### config.mk
export PLATFORM = sky130hd
export DESIGN_NAME = top8227
export DESIGN_NICKNAME = d
export VERILOG_FILES = /design/src/source/cpuControlPkg.sv /design/src/source/cpuOpcodePkg.sv /design/src/source/top8227.sv /design/src/source/internalDataflow.sv /design/src/source/timingSequencer.sv /design/src/source/instructionLoader.sv /design/src/source/decoder.sv
export SDC_FILE = /design/constraint.sdc
export NUM_CORES = 1
export LEC_CHECK = 0
export BUFFER_PORTS_ARGS = -buffer_cell sky130_fd_sc_hd__buf_2
export CAP_MARGIN = 25
export CORE_MARGIN = 5
export CORE_UTILIZATION = 40
export DETAILED_ROUTE_END_ITERATION = 6
export PLACE_DENSITY = 0.66
export SYNTH_ARGS = -nofsm -noshare
export SYNTH_HDL_FRONTEND = slang
export SYNTH_SLANG_ARGS = --single-unit
### constraint.sdc
create_clock -name clk -period 4.72 [get_ports clk]
set_input_delay 0.944 -clock clk [delete_from_list [all_inputs] [get_ports clk]]
set_output_delay 0.944 -clock clk [all_outputs]
set_load 0.02 [all_outputs]
### src/source/cpuControlPkg.sv
package cpuControlPkg;

    localparam int dataWidth        = 8;
    localparam int addressWidth     = 16;
    localparam int addressHalfWidth = addressWidth / 2;

    // ~~~~~~~~~~~~~~~~~~~~~~~~~~~~~~~~~~~~~~~~~~~~~~~~~~~~~~~~~~
    // positions of the control flags inside the flag vector
    // ~~~~~~~~~~~~~~~~~~~~~~~~~~~~~~~~~~~~~~~~~~~~~~~~~~~~~~~~~~
    typedef enum logic [3:0] {
        fetchOpcode,
        incrementPc,
        latchAddressLow,
        latchAddressHigh,
        driveLatchedAddress, // next bus cycle uses the operand address
        loadAccumulator,
        aluAdd,
        aluAnd,
        setWrite,
        loadPcFromLatch,
        endInstruction
    } flagIndexT;

    localparam int numFlags = int'(endInstruction) + 1;

endpackage

### src/source/cpuOpcodePkg.sv
package cpuOpcodePkg;

    // opcode values the core understands, anything else decodes as a NOP
    typedef enum logic [7:0] {
        opLdaImmediate = 8'hA9,
        opLdaAbsolute  = 8'hAD,
        opStaAbsolute  = 8'h8D,
        opAdcImmediate = 8'h69,
        opAndImmediate = 8'h29,
        opJmpAbsolute  = 8'h4C,
        opNop          = 8'hEA
    } opcodeT;

    typedef enum logic [2:0] {
        iLoad,
        iStore,
        iAdd,
        iAnd,
        iJump,
        iNop
    } instructionCodeT;

    typedef enum logic [1:0] {
        aImplied,
        aImmediate,
        aAbsolute
    } addressingCodeT;

    typedef logic [2:0] cycleCountT;

    // bus cycles per instruction, counting the overlapped opcode fetch
    function automatic cycleCountT cycleCount(instructionCodeT code, addressingCodeT mode);
        if (mode != aAbsolute) begin
            return cycleCountT'(2);
        end
        return (code == iJump) ? cycleCountT'(3) : cycleCountT'(4);
    endfunction

endpackage
### src/source/top8227.sv
`timescale 1ns/1ps

module top8227 #(
    parameter int                                     slowPulseDivide     = 2,
    parameter logic [cpuControlPkg::addressWidth-1:0] resetProgramCounter = 16'h0200
) (
    input  logic                                        clk,
    input  logic                                        rst,
    input  logic                                        ready,
    input  logic [cpuControlPkg::dataWidth-1:0]        dataBusInput,
    output logic [cpuControlPkg::dataWidth-1:0]        dataBusOutput,
    output logic [cpuControlPkg::addressHalfWidth-1:0] addressBusHigh,
    output logic [cpuControlPkg::addressHalfWidth-1:0] addressBusLow,
    output logic                                        sync,
    output logic                                        readNotWrite
);
    import cpuOpcodePkg::*;
    import cpuControlPkg::*;

    localparam int pulseCountWidth = (slowPulseDivide > 1) ? $clog2(slowPulseDivide) : 1;

    opcodeT                      opcodeCurrentValue;
    instructionCodeT             instructionCode;
    addressingCodeT              addressingCode;
    logic                        loadNextInstruction;
    logic [numFlags-1:0]         preFlags;
    logic [numFlags-1:0]         flags;
    logic                        enableFFs;
    logic                        slowPulse;
    logic [pulseCountWidth-1:0]  pulseCount;

    // one bus cycle every slowPulseDivide clocks so memory has time to answer
    always_ff @(posedge clk) begin
        if (rst || slowPulse) begin
            pulseCount <= '0;
        end else begin
            pulseCount <= pulseCount + 1'b1;
        end
    end

    assign slowPulse    = (pulseCount == pulseCountWidth'(slowPulseDivide - 1));
    assign readNotWrite = ~preFlags[setWrite];
    assign enableFFs    = slowPulse & (ready | ~readNotWrite); // writes ignore ready
    assign sync         = flags[endInstruction];

    always_comb begin
        if (enableFFs) begin
            flags = preFlags;
        end else begin
            flags = '0;
        end
    end

    instructionLoader instructionLoader (
        .clk                (clk),
        .rst                (rst),
        .enableFFs          (enableFFs),
        .loadNextInstruction(loadNextInstruction),
        .dataBusInput       (dataBusInput),
        .nextInstruction    (opcodeCurrentValue)
    );

    decoder decoder (
        .opcode         (opcodeCurrentValue),
        .instructionCode(instructionCode),
        .addressingCode (addressingCode)
    );

    timingSequencer timingSequencer (
        .clk                (clk),
        .rst                (rst),
        .enableFFs          (enableFFs),
        .instructionCode    (instructionCode),
        .addressingCode     (addressingCode),
        .preFlags           (preFlags),
        .loadNextInstruction(loadNextInstruction)
    );

    internalDataflow #(
        .resetProgramCounter(resetProgramCounter)
    ) internalDataflow (
        .clk           (clk),
        .rst           (rst),
        .enableFFs     (enableFFs),
        .flags         (flags),
        .dataBusInput  (dataBusInput),
        .dataBusOutput (dataBusOutput),
        .addressBusLow (addressBusLow),
        .addressBusHigh(addressBusHigh)
    );

endmodule

### src/source/internalDataflow.sv
`timescale 1ns/1ps

module internalDataflow #(
    parameter logic [cpuControlPkg::addressWidth-1:0] resetProgramCounter = 16'h0200
) (
    input  logic                                        clk,
    input  logic                                        rst,
    input  logic                                        enableFFs,
    input  logic [cpuControlPkg::numFlags-1:0]         flags,
    input  logic [cpuControlPkg::dataWidth-1:0]        dataBusInput,
    output logic [cpuControlPkg::dataWidth-1:0]        dataBusOutput,
    output logic [cpuControlPkg::addressHalfWidth-1:0] addressBusLow,
    output logic [cpuControlPkg::addressHalfWidth-1:0] addressBusHigh
);
    import cpuControlPkg::*;

    localparam int statusCarry    = 0;
    localparam int statusZero     = 1;
    localparam int statusNegative = 2;

    logic [dataWidth-1:0]        accumulator;
    logic [2:0]                  statusRegister;
    logic [addressWidth-1:0]     programCounter;
    logic [addressWidth-1:0]     nextProgramCounter;
    logic [addressHalfWidth-1:0] addressLatchLow;
    logic [addressHalfWidth-1:0] addressLatchHigh;
    logic                        useLatchedAddress;
    logic [dataWidth-1:0]        dataOutRegister;
    logic [dataWidth:0]          aluSum;
    logic [dataWidth-1:0]        aluResult;
    logic [addressWidth-1:0]     busAddress;

    // ~~~~~~~~~~~~~~~~~~~~~~~~~~~~~~~~~~~~~~~~~~~~~~~~~~~~~~~~~~
    // ALU
    // ~~~~~~~~~~~~~~~~~~~~~~~~~~~~~~~~~~~~~~~~~~~~~~~~~~~~~~~~~~
    assign aluSum = {1'b0, accumulator} + {1'b0, dataBusInput}
                  + {{dataWidth{1'b0}}, statusRegister[statusCarry]};

    always_comb begin
        if (flags[aluAdd]) begin
            aluResult = aluSum[dataWidth-1:0];
        end else if (flags[aluAnd]) begin
            aluResult = accumulator & dataBusInput;
        end else begin
            aluResult = dataBusInput; // plain load
        end
    end

    // JMP takes its high byte straight off the bus in the same cycle it is latched
    always_comb begin
        nextProgramCounter = programCounter;
        if (flags[loadPcFromLatch]) begin
            nextProgramCounter = {dataBusInput, addressLatchLow};
        end else if (flags[incrementPc]) begin
            nextProgramCounter = programCounter + 1'b1;
        end
    end

    always_ff @(posedge clk) begin
        if (rst) begin
            accumulator       <= '0;
            statusRegister    <= '0;
            programCounter    <= resetProgramCounter;
            useLatchedAddress <= 1'b0;
            dataOutRegister   <= '0;
        end else if (enableFFs) begin
            programCounter    <= nextProgramCounter;
            useLatchedAddress <= flags[driveLatchedAddress];
            if (flags[driveLatchedAddress]) begin
                dataOutRegister <= accumulator; // ready before a possible store cycle
            end
            if (flags[loadAccumulator]) begin
                accumulator                    <= aluResult;
                statusRegister[statusZero]     <= (aluResult == '0);
                statusRegister[statusNegative] <= aluResult[dataWidth-1];
                if (flags[aluAdd]) begin
                    statusRegister[statusCarry] <= aluSum[dataWidth];
                end
            end
        end
    end

    always_ff @(posedge clk) begin
        if (enableFFs && flags[latchAddressLow]) begin
            addressLatchLow <= dataBusInput;
        end
        if (enableFFs && flags[latchAddressHigh]) begin
            addressLatchHigh <= dataBusInput;
        end
    end

    // address only moves on an enabled edge, so it holds through a stall
    assign busAddress     = useLatchedAddress ? {addressLatchHigh, addressLatchLow}
                                              : programCounter;
    assign addressBusLow  = busAddress[addressHalfWidth-1:0];
    assign addressBusHigh = busAddress[addressWidth-1:addressHalfWidth];
    assign dataBusOutput  = dataOutRegister;

endmodule

### src/source/timingSequencer.sv
`timescale 1ns/1ps

module timingSequencer (
    input  logic                                 clk,
    input  logic                                 rst,
    input  logic                                 enableFFs,
    input  cpuOpcodePkg::instructionCodeT        instructionCode,
    input  cpuOpcodePkg::addressingCodeT         addressingCode,
    output logic [cpuControlPkg::numFlags-1:0]  preFlags,
    output logic                                 loadNextInstruction
);
    import cpuOpcodePkg::*;
    import cpuControlPkg::*;

    cycleCountT cycleIndex;
    cycleCountT lastCycle;

    assign lastCycle = cycleCount(instructionCode, addressingCode) - cycleCountT'(1);

    // the opcode fetch closes the previous instruction and loads the next one
    assign loadNextInstruction = preFlags[fetchOpcode];

    always_ff @(posedge clk) begin
        if (rst) begin
            cycleIndex <= '0;
        end else if (enableFFs) begin
            if (cycleIndex == lastCycle) begin
                cycleIndex <= '0;
            end else begin
                cycleIndex <= cycleIndex + cycleCountT'(1);
            end
        end
    end

    // ~~~~~~~~~~~~~~~~~~~~~~~~~~~~~~~~~~~~~~~~~~~~~~~~~~~~~~~~~~
    // flags for the current bus cycle
    // ~~~~~~~~~~~~~~~~~~~~~~~~~~~~~~~~~~~~~~~~~~~~~~~~~~~~~~~~~~
    always_comb begin
        preFlags = '0;
        case (cycleIndex)
            3'd0: begin
                preFlags[fetchOpcode]    = 1'b1;
                preFlags[incrementPc]    = 1'b1;
                preFlags[endInstruction] = 1'b1;
            end
            3'd1: begin
                if (addressingCode == aImmediate) begin
                    preFlags[incrementPc]     = 1'b1;
                    preFlags[loadAccumulator] = 1'b1;
                    preFlags[aluAdd]          = (instructionCode == iAdd);
                    preFlags[aluAnd]          = (instructionCode == iAnd);
                end else if (addressingCode == aAbsolute) begin
                    preFlags[latchAddressLow] = 1'b1;
                    preFlags[incrementPc]     = 1'b1;
                end
                // implied only spends the cycle reading the next byte
            end
            3'd2: begin
                if (addressingCode == aAbsolute) begin
                    preFlags[latchAddressHigh] = 1'b1;
                    if (instructionCode == iJump) begin
                        preFlags[loadPcFromLatch] = 1'b1;
                    end else begin
                        preFlags[incrementPc]         = 1'b1;
                        preFlags[driveLatchedAddress] = 1'b1;
                    end
                end
            end
            3'd3: begin
                preFlags[loadAccumulator] = (instructionCode == iLoad);
                preFlags[setWrite]        = (instructionCode == iStore); // never stalled by ready
            end
            default: begin
                preFlags = '0;
            end
        endcase
    end

endmodule

### src/source/instructionLoader.sv
`timescale 1ns/1ps

module instructionLoader (
    input  logic                                 clk,
    input  logic                                 rst,
    input  logic                                 enableFFs,
    input  logic                                 loadNextInstruction,
    input  logic [cpuControlPkg::dataWidth-1:0] dataBusInput,
    output cpuOpcodePkg::opcodeT                 nextInstruction
);
    import cpuOpcodePkg::*;

    // a NOP after reset makes the sequencer start on a plain opcode fetch
    always_ff @(posedge clk) begin
        if (rst) begin
            nextInstruction <= opNop;
        end else if (enableFFs && loadNextInstruction) begin
            nextInstruction <= opcodeT'(dataBusInput); // unknown bytes are kept as read
        end
    end

endmodule

### src/source/decoder.sv
`timescale 1ns/1ps

module decoder (
    input  cpuOpcodePkg::opcodeT         opcode,
    output cpuOpcodePkg::instructionCodeT instructionCode,
    output cpuOpcodePkg::addressingCodeT  addressingCode
);
    import cpuOpcodePkg::*;

    always_comb begin
        case (opcode)
            opLdaImmediate: begin
                instructionCode = iLoad;
                addressingCode  = aImmediate;
            end
            opLdaAbsolute: begin
                instructionCode = iLoad;
                addressingCode  = aAbsolute;
            end
            opStaAbsolute: begin
                instructionCode = iStore;
                addressingCode  = aAbsolute;
            end
            opAdcImmediate: begin
                instructionCode = iAdd;
                addressingCode  = aImmediate;
            end
            opAndImmediate: begin
                instructionCode = iAnd;
                addressingCode  = aImmediate;
            end
            opJmpAbsolute: begin
                instructionCode = iJump;
                addressingCode  = aAbsolute;
            end
            default: begin // NOP and every unsupported byte
                instructionCode = iNop;
                addressingCode  = aImplied;
            end
        endcase
    end

endmodule

==> reports/metrics.csv <==
stage,metric,value,unit
placed_design,Inst Count DP,535,
pwr,worst voltage drop across the vdd grid,0.0001594,V
global_route,largest net degree at the start of global routing,40,
yosys,Synth Flop Type,sky130_fd_sc_hd__dfxtp_1,
layout,area growth from synthesis to layout,12.08,%
worst_setup_path,critical path start-end classification,reg2out,
layout,Diodes inserted,0,
yosys,Synth Register Bits,62,
worst_setup_path,worst endpoint data arrival time,2.53,ns
cts,# resized after CTS,0,
cts,total clock sinks,62,
layout,share of final-layout standard cells stronger than drive strength 1,0.1955,
timing,Setup-failing EPs final,0,
yosys,Synthesis Warnings,0,
yosys,part of the Yosys area used for sequential elements,0.3747,
timing,Final min period,3.478,ns
global_route,via count of the first global-routing pass,3071,
yosys,synth unique cells,73,
timing,Slew headroom,0.3951,
timing,final number of max-transition violations,0,
yosys,ys async rst share,0,
detailed_routing,drt total wl,10050,um
yosys,Syn Nets,437,
worst_setup_path,Worst Setup End Kind,output pin,
layout,Post-layout nets,465,
detailed_routing,antenna violation net count after detailed routing,0,
outcome,run status,completed,
timing,final worst-path cycle share,0.7370,
yosys,share of the synthesized area in the top cell type,0.2462,
cts,clk_lat worst skew,0.35,ns
floorplanning,starting density of the core,0.4067,
worst_setup_path,startpoint of the worst register-to-register path,instructionLoader.nextInstruction[7]$_SDFFE_PP1P_,
worst_setup_path,crit path launch type,flip-flop,
yosys,number of standard cells after synthesis,407,
floorplanning,std cell rows,35,
yosys,Syn Area/Cell,9.189,um2
yosys,combined area of all synthesized cells,0.003740,mm2
global_route,global route overflow,0,
timing,Post-Route Skew,0.007753,ns
placed_design,number of port buffers,36,
detailed_routing,vias per cell,5.962,
detailed_routing,DRC marker count from the first detailed-route iteration,162,
worst_setup_path,cell count of the worst reg-to-reg path,10,
detailed_routing,post-detailed-route DRC marker count,0,
global_route,total routing resource utilization after global routing,0.1776,
worst_setup_path,maximum fanout count along the critical path,12,
timing,Fin Setup TNS,0,ns
floorplanning,Placeable Area,0.009196,mm2
cts,CTS root buf,sky130_fd_sc_hd__clkbuf_8,
layout,"number of standard cells in the layout, taps in and fillers out",551,
cts,number of H-tree levels,3,
detailed_routing,wire length per cell,18.25,um
cts,hold buffer count at CTS,0,
global_route,antenna violations before repair,0,
yosys,post-synthesis cell type with the largest combined area,sky130_fd_sc_hd__dfxtp_1,
timing,number of failing hold endpoints at the final stage,0,
cts,clock tree from TritonCTS,yes,
pwr,"Power, Total",1.173,mW
detailed_routing,total number of vias,3285,
min_path,class of the most critical hold timing path,reg2reg,
job,max-capacitance violation count,0,
placed_design,Post-DP HPWL,6963,um
floorplanning,# IOs,37,
timing,Worst Max-Slew Pin Slew,0.9035,ns
worst_setup_path,worst path required time,3.78,ns
floorplanning,width of the die,106.7,um
timing,maximum operating frequency,0.2875,GHz
pwr,leakage power,1.634,nW
detailed_routing,1st-pass router iterations,5,
global_route,first-pass GRT wire length,16040,um
timing,unrepaired setup endpoints after global routing,no,
cts,clock input transition at the sequential cells of the worst setup and hold paths,0.07,ns
layout,Final Util,0.4558,
pwr,Cell Pwr Density,279.8,mW/mm2
floorplanning,full die area,0.01138,mm2
cts,post-CTS setup-driven buffer insertion count,0,
placed_design,routability-driven placement congestion ratio,0.8756,
worst_setup_path,launching instance or port of the critical path,timingSequencer.cycleIndex[2]$_SDFFE_PP0P_,
yosys,top cells by area in the synthesized netlist,"sky130_fd_sc_hd__dfxtp_1 (25%), sky130_fd_sc_hd__edfxtp_1 (13%), sky130_fd_sc_hd__ha_1 (5.7%)",
cts,Max Root-Sink Buffers,2,
min_path,hold path depth,2,
cts,total CTS buffers,9,
min_path,Hold Startpoint,internalDataflow.accumulator[3]$_SDFFE_PP0P_,
floorplanning,die span in y,106.7,um
yosys,number of synthesized flops with an enable pin,16,
[state kept, by name (all words and copies together) (netlist names)]
signal                              count
timingSequencer.cycleIndex              3
internalDataflow.programCounter        16
internalDataflow.statusRegister         1
internalDataflow.useLatchedAddress      1
internalDataflow.accumulator            8
internalDataflow.addressLatchLow        8
pulseCount                              1
instructionLoader.nextInstruction       8
internalDataflow.dataBusOutput          8
internalDataflow.addressLatchHigh       8
[cell usage after synthesis (all sizes together) (3+ instances only)]
cell type and count:
dfxtp 46, nor2 35, nand2 32, a21oi 29, o21ai 23, inv 18, ha 17, mux2i 17
edfxtp 16, nand3 16, mux2 15, clkbuf 13, buf 9, nor3 9, a21o 7, a211oi 6
nand4 6, and2 5, and3 5, nand2b 5, a22oi 4, nor4 4, o21a 4, or3 4
a31oi 3, and4 3, nand3b 3, nor3b 3, o221ai 3, o31ai 3, xnor2 3
[routing by layer]
| layer | vias to the layer above | global-route usage | routed length, um |
|---|---|---|---|
| met5 | - | 0 | 0 |
| met4 | 0 | 0.03744 | 83 |
| met3 | 15 | 0.04937 | 664 |
| met2 | 109 | 0.2900 | 4760 |
| met1 | 1588 | 0.2353 | 4544 |
| li1 | 1573 | - | - |
[cell usage in the layout (no fill, tap or decap), types with 4 or more instances in the layout]
cell type	instances
sky130_fd_sc_hd__a211oi_1	6
sky130_fd_sc_hd__a21o_1	7
sky130_fd_sc_hd__a21oi_1	28
sky130_fd_sc_hd__a22oi_1	4
sky130_fd_sc_hd__and2_1	5
sky130_fd_sc_hd__and3_1	5
sky130_fd_sc_hd__buf_2	36
sky130_fd_sc_hd__clkbuf_8	9
sky130_fd_sc_hd__dfxtp_1	46
sky130_fd_sc_hd__edfxtp_1	16
sky130_fd_sc_hd__ha_1	17
sky130_fd_sc_hd__inv_1	18
sky130_fd_sc_hd__mux2_2	15
sky130_fd_sc_hd__mux2i_1	17
sky130_fd_sc_hd__nand2_1	32
sky130_fd_sc_hd__nand2b_1	5
sky130_fd_sc_hd__nand3_1	16
sky130_fd_sc_hd__nand4_1	6
sky130_fd_sc_hd__nor2_1	35
sky130_fd_sc_hd__nor3_1	9
sky130_fd_sc_hd__o21a_1	4
sky130_fd_sc_hd__o21ai_0	21
sky130_fd_sc_hd__or3_1	4
[worst max-delay path, cell delays in order, from the launching register on]
cell,delay [ns]
sky130_fd_sc_hd__dfxtp_1,0.59
sky130_fd_sc_hd__inv_1,0.16
sky130_fd_sc_hd__ha_1,0.28
sky130_fd_sc_hd__and4b_4,0.21
sky130_fd_sc_hd__o21ai_2,0.46
sky130_fd_sc_hd__nor3_1,0.10
sky130_fd_sc_hd__buf_4,0.21
sky130_fd_sc_hd__buf_2,0.17
[power by group]
group          switching, mW  leakage (nW)  internal [mW]  total [mW]
Clock                  0.226         0.109          0.299       0.525
Sequential            0.0135         0.516          0.551       0.564
Combinational         0.0559          1.01         0.0281      0.0840
[area by class of cell]
class	instances	area, um2
clock inverters	7	98.84
fillers	894	5005
multi-input cells	305	2158
well taps	111	138.9
repair buffers	39	202.7
flip-flops and latches	62	1401
inverters	18	67.56
clock buffers	9	123.9
[path summary, 6_finish.rpt]
kind	end	slack (ns)
setup / recovery	sync	1.24
hold / removal	internalDataflow.accumulator[3]$_SDFFE_PP0P_	0.48
setup reg to reg	internalDataflow.programCounter[2]$_SDFFE_PP0P_	1.83
hold reg to reg	internalDataflow.accumulator[3]$_SDFFE_PP0P_	0.48
[per-stage QoR]
step / cell area [um2] / setup slack [ns] / hold slack, ns
2_1_floorplan: 3740 / 2.073 / 0.4483
3_3_place_gp: 3969 / 1.755 / 0.4684
3_5_place_dp: 3969 / 1.685 / 0.4752
4_1_cts: 4192 / 1.283 / 0.4863
5_1_grt: 4192 / 1.116 / 0.5152
6_report: 4192 / 1.242 / 0.4806
[cell families after synthesis]
group	Yosys count	synth area share
and+or+nand+nor	140	0.2101
AOI/OAI and AO/OA	110	0.1994
DFF	62	0.3747
buffers and inverters	40	0.04817
muxes	32	0.09066
adders and majority gates	19	0.06758
xor gates and xnor gates	4	0.009369
Note: power is estimated with default switching activity, not from simulation.
